<file path="config.mk">
export PLATFORM = sky130hd
export DESIGN_NAME = sample_dispatcher
export DESIGN_NICKNAME = d
export VERILOG_FILES = /design/src/common/fir_pkg.sv /design/src/source/sample_dispatcher.sv
export SDC_FILE = /design/constraint.sdc
export NUM_CORES = 1
export LEC_CHECK = 0
export ABC_AREA = 1
export BUFFER_PORTS_ARGS = -buffer_cell sky130_fd_sc_hd__buf_2
export CAP_MARGIN = 10
export CORE_UTILIZATION = 39
export CTS_CLUSTER_DIAMETER = 80
export DETAILED_ROUTE_END_ITERATION = 7
export GPL_TIMING_DRIVEN = 0
export HOLD_SLACK_MARGIN = 0.12
export PLACE_DENSITY = 0.84
export SLEW_MARGIN = 40
export SYNTH_ARGS = -nofsm -noshare
export SYNTH_HDL_FRONTEND = slang
export SYNTH_SLANG_ARGS = --single-unit
</file>
<file path="constraint.sdc">
create_clock -name i_clk -period 3 [get_ports i_clk]
set_input_delay 0.15 -clock i_clk [delete_from_list [all_inputs] [get_ports i_clk]]
set_output_delay 0.15 -clock i_clk [all_outputs]
set_load 0.05 [all_outputs]
</file>
<file path="src/common/fir_pkg.sv">
package fir_pkg;

    // Sample width on both input and output side
    localparam int DATA_W = 16;             // Signed samples and results

    // Coefficients are signed Q1.15
    localparam int COEFF_W = 16;

    // Accumulator width
    // 16 products of 16x16 bits need 32 + 4 bits, rest is headroom
    localparam int ACC_W = 40;

    // Arithmetic right shift from accumulator back to sample scale
    localparam int COEFF_FRAC = 15;         // Matches the Q1.15 fraction bits

    // Channel number width, enough for the default four cores
    localparam int CH_W = 2;

endpackage

</file>
<file path="src/source/sample_dispatcher.sv">
`timescale 1ns/100ps

module sample_dispatcher
    import fir_pkg::*;
#(
    parameter int N_CORES = 4
)(
    input  logic                        i_clk,
    input  logic                        i_rst,
    input  logic                        i_in_valid,
    input  logic [CH_W-1:0]             i_in_channel,
    input  logic signed [DATA_W-1:0]    i_in_sample,
    input  logic [N_CORES-1:0]          i_core_idle,
    output logic                        o_in_ready,
    output logic [N_CORES-1:0]          o_core_start,   // One-hot, one clock
    output logic signed [DATA_W-1:0]    o_core_sample   // Broadcast to all cores
);

    logic [N_CORES-1:0] ch_sel;                         // Decoded channel
    logic [N_CORES-1:0] core_free;
    logic               accept;

    // Channel decode
    // Numbers past the last core select nothing
    always_comb begin
        for (int c = 0; c < N_CORES; c++) begin
            ch_sel[c] = (i_in_channel == CH_W'(c));
        end
    end

    // A core just started still shows idle for one clock, mask it
    assign core_free  = i_core_idle & ~o_core_start;
    assign o_in_ready = |(ch_sel & core_free);
    assign accept     = i_in_valid && o_in_ready;

    always_ff @(posedge i_clk) begin
        if (i_rst) begin
            o_core_start <= '0;
        end else begin
            o_core_start <= accept ? ch_sel : '0;
        end
    end

    always_ff @(posedge i_clk) begin
        if (accept) begin
            o_core_sample <= i_in_sample;
        end
    end

endmodule

</file>
==> insert_results.sql <==
INSERT INTO impl_metrics (metric_group, metric, value, unit) VALUES
('status', 'status', 'complete, but fails checks', ''),
('status', 'violations', 'DRC', ''),
('clocking', 'post-cts-setup-buffer-count', '0', ''),
('sta', 'post-route-period-util', '56.6', '%'),
('grt', 'grt_first_pass_wirelength', '2240', 'um'),
('sta', 'worstMarginPinSlew', '431', 'ps'),
('floorplanning', 'die_h', '43.7', 'um'),
('place', 'hpwlAfterDp', '945', 'um'),
('clocking', 'numCtsBuffers', '3', ''),
('sta', 'max_slew_margin', '71.1', '%'),
('pwr', 'power.leakage', '0.525', 'nW'),
('pwr', 'max-vdd-ir-drop', '0.259', 'mV'),
('worst_setup_path', 'worstPathRequired', '3010', 'ps'),
('synthesis', 'yosys_register_bits', '20', ''),
('sta', 'fin_tns_setup', '0', 'ps'),
('clocking', 'clock_tree.buffer_depth', '2', ''),
('clocking', 'clock-sinks', '20', ''),
('floorplanning', 'die-area', '1910', 'um2'),
('drt', 'route.detailed.wl_per_inst', '11.0', 'um'),
('pwr', 'power_per_cell_area', '485', 'nW/um2'),
('grt', 'antenna_violations_before_repair', '0', ''),
('floorplanning', 'ios', '46', ''),
('place', 'gp_congestion', '0.639', ''),
('synthesis', 'synth_top_flop_cell', 'edfxtp_1', ''),
('finish', 'nets', '141', ''),
('synthesis', 'yosysUniqueCellTypes', '8', ''),
('synthesis', 'post_synthesis_instance_total', '48', ''),
('grt', 'first_global_vias', '587', ''),
('floorplanning', 'core-area', '1560', 'um2'),
('sta', 'finalSetupViolCount', '0', ''),
('finish', 'design_area', '1130', 'um2'),
('sta', 'rsz0062_at_grt', 'false', ''),
('worst_setup_path', 'critical_path_class', 'primary input to flip-flop', ''),
('finish', 'syn2layout_area_growth', '67.3', '%'),
('floorplanning', 'placement_rows', '14', ''),
('sta', 'finalWorstSetupSlack', '1300', 'ps'),
('sta', 'fmaxAchievable', '589', 'MHz'),
('clocking', 'clock_pin_slew_on_the_worst_setup_and_hold_paths', '100', 'ps'),
('worst_setup_path', 'arrival', '1710', 'ps'),
('worst_setup_path', 'endpoint_kind', 'flip-flop', ''),
('run', 'max-cap-violations', '0', ''),
('hold_path', 'min_path_type', 'primary input to flip-flop', ''),
('finish', 'layout-drive-gt1-share', '45.2', '%'),
('grt', 'global_route.overflow_total', '0', ''),
('place', 'post_dp_cell_area', '938', 'um2'),
('grt', 'grt_start_max_net_pins', '12', ''),
('grt', 'grtUsageTotal', '16.7', '%'),
('worst_setup_path', 'critical_path.max_fanout', '9', ''),
('worst_setup_path', 'startpoint_type_of_the_worst_setup_path', 'primary input', ''),
('drt', 'detailedRoute.firstIterationViolations', '12', ''),
('drt', 'detailroute.via_count', '584', ''),
('floorplanning', 'die_w', '43.7', 'um'),
('drt', 'routed_wl', '1440', 'um'),
('synthesis', 'syn_area', '678', 'um2'),
('drt', 'routed_via_density', '4.46', ''),
('synthesis', 'synth-seq-area-share', '82.7', '%'),
('pwr', 'totalPowerFinal', '0.550', 'mW'),
('place', 'buffer_ports.inserted', '45', ''),
('clocking', 'tritoncts_clock_tree', 'done', ''),
('synthesis', 'synth_largest_type_area_fraction', '70.8', '%'),
('sta', 'final.setup_skew', '1.15', 'ps'),
('clocking', 'cts_max_level', '1', ''),
('finish', 'fillCellCount', '102', ''),
('synthesis', 'avgSynthCellArea', '14.1', 'um2'),
('synthesis', 'synthDominantAreaCellType', 'edfxtp_1', ''),
('drt', 'detail-route-antenna-nets', '0', ''),
('synthesis', 'ys_warn_count', '0', ''),
('place', 'dp_worst_setup_slack', '1500', 'ps'),
('finish', 'antennaDiodeCount', '0', ''),
('synthesis', 'syn_nets', '73', ''),
('sta', 'hold_viol', '0', ''),
('synthesis', 'synth_top_cells_by_area', 'edfxtp_1 (71%), dfxtp_1 (12%), nor2_1 (5.5%)', ''),
('drt', 'detailedRoute.firstPassIterationCount', '6', ''),
('synthesis', 'post-synth-top-count-cell', 'edfxtp_1', ''),
('clocking', 'insertion_delay', '280', 'ps'),
('synthesis', 'synth-edff-count', '16', ''),
('synthesis', 'synth_async_sr_flop_share', '0', '%'),
('finish', 'finish.utilization', '72.8', '%'),
('sta', 'period_minus_slack', '1700', 'ps'),
('floorplanning', 'effective_utilization_at_floorplan', '43.5', '%'),
('synthesis', 'synth.cells.most_frequent', 'edfxtp_1 (16), nor2_1 (10), nand2_1 (8), inv_1 (7), dfxtp_1 (4)', ''),
('clocking', 'root_buf_cell', 'clkbuf_4', ''),
('sta', 'maxSlewViolCount', '0', ''),
('drt', 'drc', '4', '');
-- final timing paths --
| path | cells after the start | slack, ps | end | start |
|---|---|---|---|---|
| worst min register to register | 7 | 840 | o_core_start[0] | o_core_start[1] |
| worst max-delay path | 8 | 1300 | o_core_sample[5] | i_in_channel[0] |
| worst max register to register | 6 | 1550 | o_core_sample[5] | o_core_start[3] |
| worst min-delay path | 3 | 140 | o_core_start[2] | i_in_channel[1] |
-- flip-flops by register name, summed over array words and instances (netlist names) --
name           flops
o_core_sample     16
o_core_start       4
-- per-stage QoR --
step	hold slack (ps)	std cells
final	137	131
after global routing	146	131
after CTS	127	131
after detailed placement	328	110
after global placement	327	109
after floorplan	249	48
-- layout by cell type, fill, tap and decap left out --
master          n
buf_2          45
dlygate4sd3_1  17
edfxtp_1       16
nor2_1         10
nand2_1         8
inv_1           7
dfxtp_1         4
clkbuf_4        3
nand2_2         1
a21boi_2        1
nand3_2         1
clkinv_1        1
buf_6           1
-- metal layers --
layer,vias to the layer above,GRT usage [%],share of wire (%)
met5,-,0,0
met4,0,9.38,0.70
met1,261,18.0,39
met2,33,30.7,52
met3,2,2.50,7.8
li1,288,-,-
-- cell type report --
| class | count | area, um2 | area share (%) |
|---|---|---|---|
| Sequential cell | 20 | 561 | 49.4 |
| Timing Repair Buffer | 63 | 407 | 35.8 |
| Multi-Input combinational cell | 21 | 95.1 | 8.38 |
| Inverter | 7 | 26.3 | 2.32 |
| Clock buffer | 3 | 22.5 | 1.98 |
| Tap cell | 16 | 20.0 | 1.76 |
| Clock inverter | 1 | 3.75 | 0.331 |
-- cells by family after synthesis --
| family | Yosys count | share of synthesized area (%) |
|---|---|---|
| AOI/OAI and AO/OA | 1 | 1.11 |
| buffers and inverters | 7 | 3.88 |
| DFF | 20 | 82.7 |
| and+or+nand+nor | 20 | 12.4 |
-- where the power goes --
| group | switching, mW | internal [mW] |
|---|---|---|
| combinational | 0.0720 | 0.0401 |
| clock | 0.0731 | 0.0483 |
| sequential | 0.00289 | 0.314 |
-- worst max-delay path, stage by stage --
cell	delay (ps)
dlygate4sd3_1	520
buf_2	130
inv_1	70
nand2_1	70
nor2_1	100
nor2_1	70
a21boi_2	380
buf_6	210
-- repair_timing --
action	CTS	global route
hold buffers	17	0
hold endpoints to repair	17	0
gates resized for setup	0	0
Power figures use the tool's default switching activity.
