==> src/coeffs.mem <==
// One signed Q1.15 coefficient per line, h[0] first (weights the newest sample)
0400
0800
1000
1800
2000
2800
3000
3800
3800
3000
2800
2000
1800
1000
0800
0400

==> src/common/fir_pkg.sv <==
package fir_pkg;

    // Sample width on both input and output side
    localparam int DATA_W = 16;             // Signed samples and results

    // Coefficients are signed Q1.15
    localparam int COEFF_W = 16;

    // Accumulator width
    // 16 products of 16x16 bits need 32 + 4 bits, rest is headroom
    localparam int ACC_W = 40;

    // Arithmetic right shift from accumulator back to sample scale
    localparam int COEFF_FRAC = 15;         // Matches the Q1.15 fraction bits

    // Channel number width, enough for the default four cores
    localparam int CH_W = 2;

endpackage

==> src/fir_core/fir_sample_ram.sv <==
`timescale 1ns/100ps

module fir_sample_ram
    import fir_pkg::*;
#(
    parameter int N_TAPS = 16                           // History depth, power of two
)(
    input  logic                        i_clk,
    input  logic                        i_we,           // Write strobe
    input  logic [$clog2(N_TAPS)-1:0]   i_addr,         // Shared read/write address
    input  logic signed [DATA_W-1:0]    i_wdata,
    output logic signed [DATA_W-1:0]    o_rdata         // Valid one clock after address
);

    // One channel's sample history, used as a circular buffer
    logic signed [DATA_W-1:0] mem [N_TAPS];

    // Single port, read-first
    // A read on the write clock returns the old word
    always_ff @(posedge i_clk) begin
        if (i_we) begin
            mem[i_addr] <= i_wdata;
        end
        o_rdata <= mem[i_addr];                         // Registered read
    end

endmodule

==> src/fir_core/fir_coeff_rom.sv <==
`timescale 1ns/100ps

module fir_coeff_rom
    import fir_pkg::*;
#(
    parameter int N_TAPS = 16
)(
    input  logic                        i_clk,
    input  logic [$clog2(N_TAPS)-1:0]   i_addr,         // Tap index k
    output logic signed [COEFF_W-1:0]   o_coeff         // h[k], one clock later
);

    logic signed [COEFF_W-1:0] rom [N_TAPS];

    // Coefficient k weights the sample that is k steps old
    initial begin
        $readmemh("/design/src/coeffs.mem", rom);
    end

    always_ff @(posedge i_clk) begin
        o_coeff <= rom[i_addr];
    end

endmodule

==> src/fir_core/fir_core.sv <==
`timescale 1ns/100ps

module fir_core
    import fir_pkg::*;
#(
    parameter int N_TAPS = 16                           // Power of two, pointers wrap freely
)(
    input  logic                        i_clk,
    input  logic                        i_rst,
    input  logic                        i_start,        // One clock, sample valid with it
    input  logic signed [DATA_W-1:0]    i_sample,
    input  logic                        i_take,         // Collector has taken the result
    output logic                        o_idle,
    output logic                        o_result_valid,
    output logic signed [DATA_W-1:0]    o_result
);

    localparam int ADDR_W = $clog2(N_TAPS);

    // One-hot state bit positions
    localparam int S_IDLE  = 0;
    localparam int S_WRITE = 1;
    localparam int S_RUN   = 2;
    localparam int S_SCALE = 3;
    localparam int S_HOLD  = 4;

    // Saturation limits at accumulator width
    localparam logic signed [ACC_W-1:0] SAT_HI = (ACC_W'(1) <<< (DATA_W-1)) - ACC_W'(1);
    localparam logic signed [ACC_W-1:0] SAT_LO = -SAT_HI - 1;

    logic [4:0]                     state;
    logic [4:0]                     state_nxt;
    logic                           clearing;       // Zero sweep after reset
    logic [ADDR_W-1:0]              wr_ptr;         // Newest sample, or sweep address
    logic [ADDR_W-1:0]              rd_ptr;
    logic [ADDR_W-1:0]              cidx;           // Tap index
    logic [ADDR_W-1:0]              ram_addr;
    logic                           ram_we;
    logic signed [DATA_W-1:0]       ram_wdata;
    logic signed [DATA_W-1:0]       ram_rdata;
    logic signed [COEFF_W-1:0]      coeff;
    logic signed [DATA_W-1:0]       sample_q;
    logic                           mac_en;         // RAM/ROM data valid this clock
    logic signed [DATA_W+COEFF_W-1:0] product;
    logic signed [ACC_W-1:0]        acc;
    logic signed [ACC_W-1:0]        acc_nxt;
    logic signed [ACC_W-1:0]        acc_scaled;
    logic signed [DATA_W-1:0]       result_sat;

    assign o_idle         = state[S_IDLE] && !clearing;     // Busy during sweep too
    assign o_result_valid = state[S_HOLD];

    // Memory port sharing
    // RUN reads through rd_ptr, sweep and WRITE go through wr_ptr
    assign ram_addr  = state[S_RUN] ? rd_ptr : wr_ptr;
    assign ram_we    = clearing || state[S_WRITE];
    assign ram_wdata = clearing ? '0 : sample_q;

    fir_sample_ram #(
        .N_TAPS (N_TAPS)
    ) u_sample_ram (
        .i_clk   (i_clk),
        .i_we    (ram_we),
        .i_addr  (ram_addr),
        .i_wdata (ram_wdata),
        .o_rdata (ram_rdata)
    );

    fir_coeff_rom #(
        .N_TAPS (N_TAPS)
    ) u_coeff_rom (
        .i_clk   (i_clk),
        .i_addr  (cidx),
        .o_coeff (coeff)
    );

    // MAC, last product folded straight into the scale stage
    assign product = ram_rdata * coeff;
    assign acc_nxt = acc + product;                 // Sign extended to ACC_W

    // Shift back to sample scale and clamp
    always_comb begin
        acc_scaled = acc_nxt >>> COEFF_FRAC;
        if (acc_scaled > SAT_HI) begin
            result_sat = SAT_HI[DATA_W-1:0];        // 0x7FFF
        end else if (acc_scaled < SAT_LO) begin
            result_sat = SAT_LO[DATA_W-1:0];        // 0x8000
        end else begin
            result_sat = acc_scaled[DATA_W-1:0];
        end
    end

    // Next state
    always_comb begin
        state_nxt = '0;
        case (1'b1)
            state[S_IDLE]:  if (i_start && o_idle) state_nxt[S_WRITE] = 1'b1;
                            else                   state_nxt[S_IDLE]  = 1'b1;
            state[S_WRITE]: state_nxt[S_RUN] = 1'b1;
            state[S_RUN]:   if (cidx == ADDR_W'(N_TAPS-1)) state_nxt[S_SCALE] = 1'b1;
                            else                          state_nxt[S_RUN]   = 1'b1;
            state[S_SCALE]: state_nxt[S_HOLD] = 1'b1;
            state[S_HOLD]:  if (i_take) state_nxt[S_IDLE] = 1'b1;
                            else        state_nxt[S_HOLD] = 1'b1;
            default:        state_nxt[S_IDLE] = 1'b1;   // Recover from a bad encoding
        endcase
    end

    // Control state
    always_ff @(posedge i_clk) begin
        if (i_rst) begin
            state    <= 5'b00001;
            clearing <= 1'b1;
            wr_ptr   <= '0;
            cidx     <= '0;
            mac_en   <= 1'b0;
        end else begin
            state  <= state_nxt;
            mac_en <= state[S_RUN];                 // Read data lands one clock later
            if (state[S_RUN]) begin
                cidx <= cidx + 1'b1;                // Wraps back to 0 after last tap
            end
            if (clearing) begin
                wr_ptr <= wr_ptr + 1'b1;            // Ends back at 0
                if (wr_ptr == ADDR_W'(N_TAPS-1)) begin
                    clearing <= 1'b0;
                end
            end else if (i_start && o_idle) begin
                wr_ptr <= wr_ptr - 1'b1;            // New slot for the incoming sample
            end
        end
    end

    // Datapath registers
    always_ff @(posedge i_clk) begin
        if (i_start && o_idle) begin
            sample_q <= i_sample;
            rd_ptr   <= wr_ptr - 1'b1;              // First read is the newest sample
        end else if (state[S_RUN]) begin
            rd_ptr <= rd_ptr + 1'b1;                // Step toward older samples
        end

        if (state[S_WRITE]) begin
            acc <= '0;
        end else if (mac_en) begin
            acc <= acc_nxt;
        end

        if (state[S_SCALE]) begin
            o_result <= result_sat;                 // Held through HOLD
        end
    end

endmodule

==> config.mk <==
export PLATFORM = sky130hd
export DESIGN_NAME = fir_core
export DESIGN_NICKNAME = d
export VERILOG_FILES = /design/src/common/fir_pkg.sv /design/src/fir_core/fir_sample_ram.sv /design/src/fir_core/fir_coeff_rom.sv /design/src/fir_core/fir_core.sv
export SDC_FILE = /design/constraint.sdc
export NUM_CORES = 1
export LEC_CHECK = 0
export BUFFER_PORTS_ARGS = -buffer_cell sky130_fd_sc_hd__buf_2
export CAP_MARGIN = 20
export CORE_ASPECT_RATIO = 1.75
export CORE_UTILIZATION = 30
export CTS_CLUSTER_SIZE = 20
export DETAILED_ROUTE_END_ITERATION = 10
export PLACE_DENSITY = 0.68
export SLEW_MARGIN = 20
export SYNTH_ARGS = -nofsm -noshare
export SYNTH_HDL_FRONTEND = slang
export SYNTH_SLANG_ARGS = --single-unit
==> constraint.sdc <==
create_clock -name i_clk -period 2.75 [get_ports i_clk]
set_clock_uncertainty 0.2 [all_clocks]
set_input_delay 0.4125 -clock i_clk [delete_from_list [all_inputs] [get_ports i_clk]]
set_output_delay 0.4125 -clock i_clk [all_outputs]
set_load 0.02 [all_outputs]
==> results of run 1 <==
layout by cell type (no fill, tap or decap), types with 4 or more instances in the layout:
cell type	count
a21oi_1	4
nand2_1	5
dfxtp_1	14
conb_1	16
nor2_1	10
buf_2	5
power breakdown:
group | switching (mW) | internal (mW)
Clock | 0.0651 | 0.0966
Sequential | 0.00524 | 0.207
Combinational | 0.0298 | 0.00876
Total | 0.100 | 0.312
metal layers:
metal  share of wire, %  wire length (um)  track usage [%]
met1                 40               411             11.3
met2                 52               534             15.8
met3                4.6                48             1.95
met4                4.0                41             9.05
met5                  0                 0                0
metrics by stage:
stage	cell area [sq um]	worst slack [ps]	cells
after floorplan	800	1340	98
after global placement	727	1210	110
after detailed placement	727	1190	110
after CTS	768	1080	113
after global routing	768	1030	113
final	768	1100	113
layout make-up:
cell class	count	share of cell area, %
multi-input cells	64	49.8
flip-flops and latches	14	36.5
clock buffers	3	5.37
well taps	25	4.07
repair buffers	5	3.26
inverters	2	0.977
worst max-delay path, cell delays in order (launching register included):
cell and delay (ps):
dfxtp_1 470, nor2b_1 160, buf_2 160
cells by family after synthesis:
| logic type | Yosys count | share of synthesized area [%] |
|---|---|---|
| muxes | 2 | 2.85 |
| buffers and inverters | 20 | 18.3 |
| DFF | 14 | 37.5 |
| adders and majority gates | 3 | 5.03 |
| xor gates and xnor gates | 4 | 4.69 |
| AOI/OAI and AO/OA | 11 | 10.6 |
| other | 2 | 1.01 |
| and+or+nand+nor | 28 | 20.1 |
registers in the layout, summed over array words and instances, names as in the netlist:
register and count:
cidx 4, state 5, clearing 1, wr_ptr 4
worst max path at each step:
stage,start,endpoint,slack [ps],cells past startpoint
finish,state[0],o_idle,1100,2
global route,state[0],o_idle,1030,2
CTS,state[0],o_idle,1080,2
floorplan,state[0],o_idle,1340,1
global placement,i_start,wr_ptr[3],1210,4
detailed placement,i_start,wr_ptr[3],1190,4
==> impl_metrics.py, run 1 <==
metrics = {
    "outcome": {
        "status": "completed",
    },
    "floorplan": {
        "start_util_pct": 32.0,
        "core_area_sq_mm": 0.00233,
        "num_rows": 23,
        "die_w_um": 39.7,
        "die-area_sq_mm": 0.00270,
        "die_h_um": 68.0,
        "pin_count": 38,
    },
    "sta": {
        "maxSlewViolCount": 0,
        "period_share_pct": 60.1,
        "setup_viol": 0,
        "fmax_mhz": 605,
        "hold_viol_final": 0,
        "fin_crit_ps": 1650,
        "rsz0062_at_grt": "false",
        "setup_tns_ps": 0,
        "whs_ps": 285,
    },
    "power": {
        "finalPower_uw": 412,
        "power.density_mw_per_mm2": 537,
        "p_leak_nw": 0.338,
        "peakVddDrop_mv": 0.319,
    },
    "yosys": {
        "synth_area_leader_cell": "dfxtp_1",
        "synth_cell_types": 25,
        "synth.avg_cell_area_sq_um": 8.89,
        "syn_inst": 84,
        "synth_area_leaders": "dfxtp_1 38%, buf_4 16%, ha_1 5.0%, nor2_1 5.0%, o21a_1 3.0%",
        "ys_seq_area_share_pct": 37.5,
        "ys.flop_type": "dfxtp_1",
        "synth.most_common_cell": "buf_4",
        "synthTopCellsByCount": "16 x buf_4, 14 x dfxtp_1, 10 x nor2_1",
        "yosys_register_bits": 14,
        "syn-cell-area_sq_um": 747,
        "async_flop_share_pct": 0,
        "synth.top_cell.area_share_pct": 37.5,
        "synth_edf_count": 0,
        "ys.warnings.count": 0,
    },
    "placed_design": {
        "gp_congestion": 0.718,
        "dp_hpwl_um": 800,
        "port_buffers": 5,
    },
    "global_route": {
        "grt_start_max_net_pins": 15,
        "grtUsageTotal_pct": 10.2,
        "grt_pass1_vias": 466,
        "grt_pass1_wl_mm": 1.90,
        "antenna_found_initial": 0,
        "grt_overflow_total": 0,
    },
    "clocking": {
        "cts_buffer_depth": 2,
        "hold_buffers": 0,
        "cts-root-buf": "clkbuf_8",
        "cts_buffers": 3,
        "postCtsSetupBuffers": 0,
        "clkTransAtPathRegs_ps": 50,
        "clock_latency_ps": 240,
        "ctsHtreeMaxLevel": 1,
        "post_cts_resized": 0,
        "cts_tree": "built",
        "clkSinkCount": 14,
    },
    "detailed_routing": {
        "antenna_left": 0,
        "dr_total_vias": 507,
        "drt_wl_total_mm": 1.04,
        "drt-initial-drc-count": 7,
        "route.detailed.drc": 0,
        "drtPass1Iterations": 4,
        "routed_via_density": 4.49,
        "routedWlPerCell_um": 9.17,
    },
    "run": {
        "maxCapViolations": 0,
    },
    "hold_path": {
        "min_from": "i_start",
        "min_path_cells": 3,
        "hold_end": "state[1]",
        "hp-class": "input pin to flop",
    },
    "finish": {
        "multiInputGateArea_sq_um": 383,
        "area_delta_synth_final_pct": 2.85,
        "diodes": 0,
        "final_layout_size_suffix_gt1_share_pct": 11.4,
        "final_util_pct": 33.0,
        "nets": 113,
        "regArea_sq_um": 280,
        "n_fill_cell": 258,
    },
    "critical_path": {
        "worstSetupPathType": "flop to output pin",
        "rr_endpoint": "wr_ptr[3]",
        "crit_path_start_kind": "flop",
        "required_ps": 2140,
        "r2r_start": "state[0]",
        "rrSetupSlack_ps": 1260,
        "rr_worst_depth": 3,
        "arrival_ps": 1040,
        "path_max_fanout": 7,
        "endpoint_kind": "output pin",
    },
}
(Power assumes the default switching activity.)
==> run 2: changes to the inputs <==
--- a/config.mk
+++ b/config.mk
@@ -5,6 +5,7 @@
 export SDC_FILE = /design/constraint.sdc
 export NUM_CORES = 1
 export LEC_CHECK = 0
+export ABC_AREA = 1
 export BUFFER_PORTS_ARGS = -buffer_cell sky130_fd_sc_hd__buf_2
 export CAP_MARGIN = 20
 export CORE_ASPECT_RATIO = 1.75
==> constraint.sdc (replaced) <==
create_clock -name i_clk -period 1.7 [get_ports i_clk]
set_clock_uncertainty 0.2 [all_clocks]
set_input_delay 0.255 -clock i_clk [delete_from_list [all_inputs] [get_ports i_clk]]
set_output_delay 0.255 -clock i_clk [all_outputs]
set_load 0.02 [all_outputs]
==> run 2 against run 1 <==
  * Final area increased by 2.3%
  * Critical endpoint unchanged
  * Critical path type unchanged
  * Sequential cell count unchanged
  * Register-to-register slack got worse by 940 ps
  * Total power increased by 78%
  * Largest cell class unchanged
==> impl_metrics.py, run 2 <==
metrics = {
    "outcome": {
        "status": "completed",
    },
    "power": {
        "peakVddDrop_mv": 0.478,
        "switching_share_pct": 24.5,
        "power_switching_uw": 179,
        "power.density_mw_per_mm2": 932,
        "power.internal_uw": 553,
        "combPwrFrac_pct": 8.9,
        "clock_power_share_pct": 44.6,
        "p_leak_nw": 0.384,
        "p_seq_share_pct": 46.5,
    },
    "floorplan": {
        "core_area_sq_mm": 0.00230,
        "start_util_pct": 32.2,
        "num_rows": 23,
        "die_w_um": 39.6,
        "pin_count": 38,
        "die-area_sq_mm": 0.00268,
        "die_h_um": 67.8,
    },
    "clocking": {
        "clkTransAtPathRegs_ps": 60,
        "cts_tree": "built",
        "postCtsSetupBuffers": 0,
        "clock_latency_ps": 250,
        "cts_buffer_depth": 2,
        "hold_buffers": 0,
        "cts-root-buf": "clkbuf_8",
        "clkSinkCount": 14,
        "post_cts_resized": 0,
        "ctsHtreeMaxLevel": 1,
        "cts_buffers": 3,
    },
    "critical_path": {
        "endpoint_kind": "output pin",
        "arrival_ps": 990,
        "crit_path_start_kind": "flop",
        "required_ps": 1240,
        "worstSetupPathType": "flop to output pin",
        "path_max_fanout": 6,
        "r2r_start": "wr_ptr[0]",
        "crit_start": "clearing",
        "rr_worst_depth": 4,
        "cp-endpoint": "o_idle",
        "rrSetupSlack_ps": 320,
        "rr_endpoint": "wr_ptr[1]",
    },
    "yosys": {
        "synth.most_common_cell": "buf_4",
        "yosys_register_bits": 14,
        "synth.avg_cell_area_sq_um": 7.49,
        "synth_cell_types": 19,
        "syn_inst": 99,
        "ys.flop_type": "dfxtp_1",
        "ys.warnings.count": 0,
        "synth_area_leaders": "dfxtp_1 38%, buf_4 16%, inv_1 6.6%, a21oi_1 6.1%, nor2_1 5.6%",
        "async_flop_share_pct": 0,
        "synth_area_leader_cell": "dfxtp_1",
        "syn-cell-area_sq_um": 742,
        "synth.top_cell.area_share_pct": 37.8,
        "synth_edf_count": 0,
        "synthTopCellsByCount": "16 x buf_4, 14 x dfxtp_1, 13 x inv_1",
        "ys_seq_area_share_pct": 37.8,
    },
    "placed_design": {
        "gp_congestion": 0.737,
        "dp_hpwl_um": 998,
        "port_buffers": 5,
        "dp_cells": 127,
    },
    "detailed_routing": {
        "drt-initial-drc-count": 5,
        "drt_wl_total_mm": 1.27,
        "route.detailed.drc": 0,
        "drtPass1Iterations": 3,
        "top_layer": "met4",
        "routedLengthMet1_um": 472,
        "antenna_left": 0,
        "dr_total_vias": 564,
        "routedWlPerCell_um": 9.66,
        "dr_wl_met3_um": 50,
        "dr_wl_met2_um": 700,
        "routed_via_density": 4.31,
    },
    "global_route": {
        "antenna_found_initial": 0,
        "grt_pass1_vias": 503,
        "grt_overflow_total": 0,
        "grt_start_max_net_pins": 9,
        "grtUsageTotal_pct": 10.9,
        "grt_pass1_wl_mm": 1.95,
    },
    "finish": {
        "regMostFlops": "state",
        "mostFrequentLayoutCells": "16 x conb_1, 14 x dfxtp_1, 13 x inv_1",
        "final_layout_size_suffix_gt1_share_pct": 14.2,
        "finalNonFillerCells": 131,
        "diodes": 0,
        "nets": 130,
        "final_common_cell": "conb_1",
        "reg_top3": "state (5), cidx (4), wr_ptr (4)",
        "area_delta_synth_final_pct": 5.90,
        "final_util_pct": 34.1,
        "largest_reg_flops": 5,
    },
    "sta": {
        "fin_crit_ps": 1440,
        "fmax_mhz": 693,
        "hold_viol_final": 0,
        "setup_viol": 0,
        "period_share_pct": 84.9,
        "setup_tns_ps": 0,
        "rsz0062_at_grt": "false",
        "maxSlewViolCount": 0,
    },
    "run": {
        "maxCapViolations": 0,
    },
    "hold_path": {
        "hp-class": "input pin to flop",
    },
}
-- run 2: cell count changes after synthesis, moves of 3 or more --
cell,before,now
inv_1,2,13
a21oi_1,4,9
o21ai_0,0,5
nand2_1,5,9
nand2_2,0,3
nor2b_1,3,0
-- run 2: kinds of logic (layout without fill, tap and decap cells) --
| kind of cell | Yosys count | count (layout) | synth area share, % |
|---|---|---|---|
| AO/OA/AOI/OAI | 15 | 15 | 10.5 |
| other | 2 | 16 | 1.01 |
| adder cells (fa/ha/maj) | 3 | 3 | 5.06 |
| flip-flops | 14 | 14 | 37.8 |
| buffers and inverters | 30 | 23 | 23.3 |
| AND/OR/NAND/NOR | 35 | 35 | 22.4 |
-- run 2: layout make-up --
class	instances	area, sq um
inverter	14	52.6
timing repair buffer	5	25.0
multi-input combinational	69	342
sequential	14	280
tap	25	31.3
fill	262	1520
clock buffer	4	55.1
-- run 2: per-stage QoR --
stage	power (mW)	setup WS (ps)	hold slack [ps]	area [sq um]
2_1_floorplan	0.427	450	124	795
3_3_place_gp	0.408	398	272	731
4_1_cts	0.739	254	49.6	786
6_report	0.732	256	54.5	786
3_5_place_dp	0.411	362	282	731
5_1_grt	0.760	171	60.2	786
-- run 2: per-layer routing --
| metal | GRT usage [%] | vias to the layer above |
|---|---|---|
| li1 | - | 294 |
| met1 | 10.0 | 249 |
| met2 | 19.1 | 16 |
| met3 | 2.96 | 5 |
| met4 | 7.76 | 0 |
| met5 | 0 | - |
-- run 2: power by group through the flow --
stage | registers, mW | logic [mW] | clock network [mW]
2_1_floorplan | 0.346 | 0.0811 | 0
3_3_place_gp | 0.347 | 0.0612 | 0
3_5_place_dp | 0.348 | 0.0633 | 0
4_1_cts | 0.340 | 0.0637 | 0.335
5_1_grt | 0.341 | 0.0713 | 0.348
6_report | 0.340 | 0.0650 | 0.327
-- run 2: critical path: stages, from the launching register on --
cell and delay (ps):
dfxtp_1 380, inv_2 90, nand2_2 80, inv_1 40, buf_2 150
-- run 2: worst min path at each step --
stage,from,to,slack [ps],depth (start not counted)
2_1_floorplan,i_rst,wr_ptr[1],120,1
3_3_place_gp,cidx[0],cidx[0],270,1
3_5_place_dp,cidx[0],cidx[0],280,1
4_1_cts,i_rst,wr_ptr[1],50,2
5_1_grt,i_rst,wr_ptr[1],60,2
6_report,i_rst,wr_ptr[1],50,2
==> run 3: changes to the inputs <==
--- a/config.mk
+++ b/config.mk
@@ -5,14 +5,14 @@
 export SDC_FILE = /design/constraint.sdc
 export NUM_CORES = 1
 export LEC_CHECK = 0
-export ABC_AREA = 1
+export ABC_AREA = 0
 export BUFFER_PORTS_ARGS = -buffer_cell sky130_fd_sc_hd__buf_2
 export CAP_MARGIN = 20
 export CORE_ASPECT_RATIO = 1.75
 export CORE_UTILIZATION = 30
 export CTS_CLUSTER_SIZE = 20
 export DETAILED_ROUTE_END_ITERATION = 10
-export PLACE_DENSITY = 0.68
+export PLACE_DENSITY = 0.7
 export SLEW_MARGIN = 20
 export SYNTH_ARGS = -nofsm -noshare
 export SYNTH_HDL_FRONTEND = slang
==> constraint.sdc (replaced) <==
create_clock -name i_clk -period 1.2 [get_ports i_clk]
set_clock_uncertainty 0.2 [all_clocks]
set_input_delay 0.18 -clock i_clk [delete_from_list [all_inputs] [get_ports i_clk]]
set_output_delay 0.18 -clock i_clk [all_outputs]
set_load 0.02 [all_outputs]
==> run 3 against run 2 <==
  * The run now ends with negative setup slack left
  * Sequential cell count did not move
  * Final area rose by 19%
  * Register-to-register slack worse by 480 ps
  * Critical path depth fell by 2
  * Global-route usage rose by 1.2 points
  * Largest cell class unchanged
  * Largest power group unchanged
==> impl_metrics.py, run 3 (synthesized netlist as in run 1, its figures left out) <==
metrics = {
    "outcome": {
        "status": "complete, but fails checks",
        "violations": "negative setup slack",
    },
    "placed_design": {
        "port_buffers": 5,
        "gp_congestion": 0.681,
        "post-place-ws_ps": -148,
        "dp_hpwl_um": 986,
    },
    "critical_path": {
        "rr_worst_depth": 2,
        "rrSetupSlack_ps": -160,
        "required_ps": 1130,
        "rr_endpoint": "wr_ptr[3]",
        "endpoint_kind": "flop",
        "crit_path_start_kind": "flop",
        "worstSetupPathType": "flop to flop",
        "path_max_fanout": 3,
        "r2r_start": "wr_ptr[2]",
        "arrival_ps": 1280,
    },
    "hold_path": {
        "min_path_cells": 2,
        "hold_end": "wr_ptr[1]",
        "min_from": "i_rst",
        "hp-class": "input pin to flop",
    },
    "finish": {
        "regMostFlops": "state",
        "final_util_pct": 40.2,
        "largest_reg_flops": 5,
        "nets": 124,
        "n_fill_cell": 236,
        "area_delta_synth_final_pct": 25.3,
        "final_layout_size_suffix_gt1_share_pct": 36.4,
        "reg_top3": "state (5), cidx (4), wr_ptr (4)",
        "diodes": 0,
        "final_common_cell": "conb_1",
        "mostFrequentLayoutCells": "16 x conb_1, 9 x nor2_1, 9 x buf_4",
    },
    "detailed_routing": {
        "routedWlPerCell_um": 10.7,
        "drt_wl_total_mm": 1.32,
        "drtPass1Iterations": 4,
        "routed_via_density": 4.47,
        "dr_total_vias": 554,
        "antenna_left": 0,
        "route.detailed.drc": 0,
        "drt-initial-drc-count": 3,
    },
    "floorplan": {
        "die_w_um": 39.7,
        "die_h_um": 68.0,
        "num_rows": 23,
        "start_util_pct": 32.0,
        "pin_count": 38,
        "core_area_sq_mm": 0.00233,
        "die-area_sq_mm": 0.00270,
    },
    "clocking": {
        "cts_buffer_depth": 2,
        "clkSinkCount": 14,
        "cts-root-buf": "clkbuf_8",
        "ctsHtreeMaxLevel": 1,
        "cts_tree": "built",
        "clock_latency_ps": 240,
        "cts_buffers": 3,
        "clkTransAtPathRegs_ps": 50,
    },
    "sta": {
        "rsz0062_at_grt": "true",
        "setup_viol": 6,
        "finalWorstSetupSlack_ps": -155,
        "period_share_pct": 113,
        "hold_viol_final": 0,
        "fin_crit_ps": 1360,
        "maxSlewViolCount": 0,
        "fmax_mhz": 738,
    },
    "power": {
        "peakVddDrop_mv": 0.745,
        "power.density_mw_per_mm2": 1040,
        "p_leak_nw": 0.395,
    },
    "run": {
        "maxCapViolations": 0,
    },
    "global_route": {
        "grt_overflow_total": 0,
        "grt_pass1_vias": 518,
        "grt_start_max_net_pins": 10,
        "antenna_found_initial": 0,
        "grtUsageTotal_pct": 12.1,
        "grt_pass1_wl_mm": 2.19,
    },
}
-- run 3: changes by cell type in the layout (fill, tap and decap cells not counted), moves of 4 or more --
cell / change
inv_1: -13
buf_4: +9
a21oi_1: -7
dfxtp_1: -6
o21ai_0: -5
dfxtp_2: +4
nand2_1: -4
-- run 3: what timing repair did --
item / CTS / global route
hold buffers: 0 / 0
endpoints found under the setup margin: 5 / 11
resized for setup: 6 / 15
pin swaps: 2 / 7
buffers inserted: 2 / 0
-- run 3: worst max-delay path, stage by stage (launching register included) --
cell and delay (ps):
dfxtp_1 340, o41ai_4 370, mux2_4 330
-- run 3: how the worst max path moves through the flow --
stage,startpoint,endpoint,slack [ps],depth (start not counted)
after floorplan,clearing,wr_ptr[3],-150,3
after global placement,clearing,wr_ptr[3],-140,3
after detailed placement,clearing,wr_ptr[3],-150,3
after CTS,clearing,wr_ptr[3],-150,3
after global routing,clearing,wr_ptr[3],-200,4
final,wr_ptr[2],wr_ptr[3],-160,2
-- run 3: metal layers --
| layer | GRT usage, % | part of all wire [%] | vias to the layer above |
|---|---|---|---|
| met1 | 11.6 | 37 | 258 |
| li1 | - | - | 278 |
| met5 | 0 | 0 | - |
| met4 | 7.76 | 0.91 | 0 |
| met3 | 1.95 | 3.0 | 2 |
| met2 | 22.1 | 59 | 16 |
-- run 3: area by class of cell --
cell class / count / area, sq um / area share (%)
multi-input combinational: 64 / 439 / 46.9
inverter: 2 / 10.0 / 1.07
tap: 25 / 31.3 / 3.34
sequential: 14 / 293 / 31.3
timing repair buffer: 16 / 121 / 13.0
clock buffer: 3 / 41.3 / 4.41
-- run 3: power breakdown --
group / internal (mW) / leakage [nW] / total [mW] / switching [mW]
combinational: 0.0366 / 0.259 / 0.116 / 0.0796
clock: 0.221 / 0.0216 / 0.364 / 0.143
sequential: 0.475 / 0.115 / 0.491 / 0.0168
total: 0.732 / 0.395 / 0.972 / 0.239
-- run 3: metrics by stage --
step	TNS [ps]	total power, mW	hold WS [ps]	std cells	instance area (sq um)
3_5_place_dp	-311	0.598	267	119	800
2_1_floorplan	-157	0.609	104	98	805
6_report	-553	0.972	27.4	124	936
5_1_grt	-825	1.01	33.0	124	936
3_3_place_gp	-212	0.594	264	119	800
4_1_cts	-547	0.965	20.0	124	880
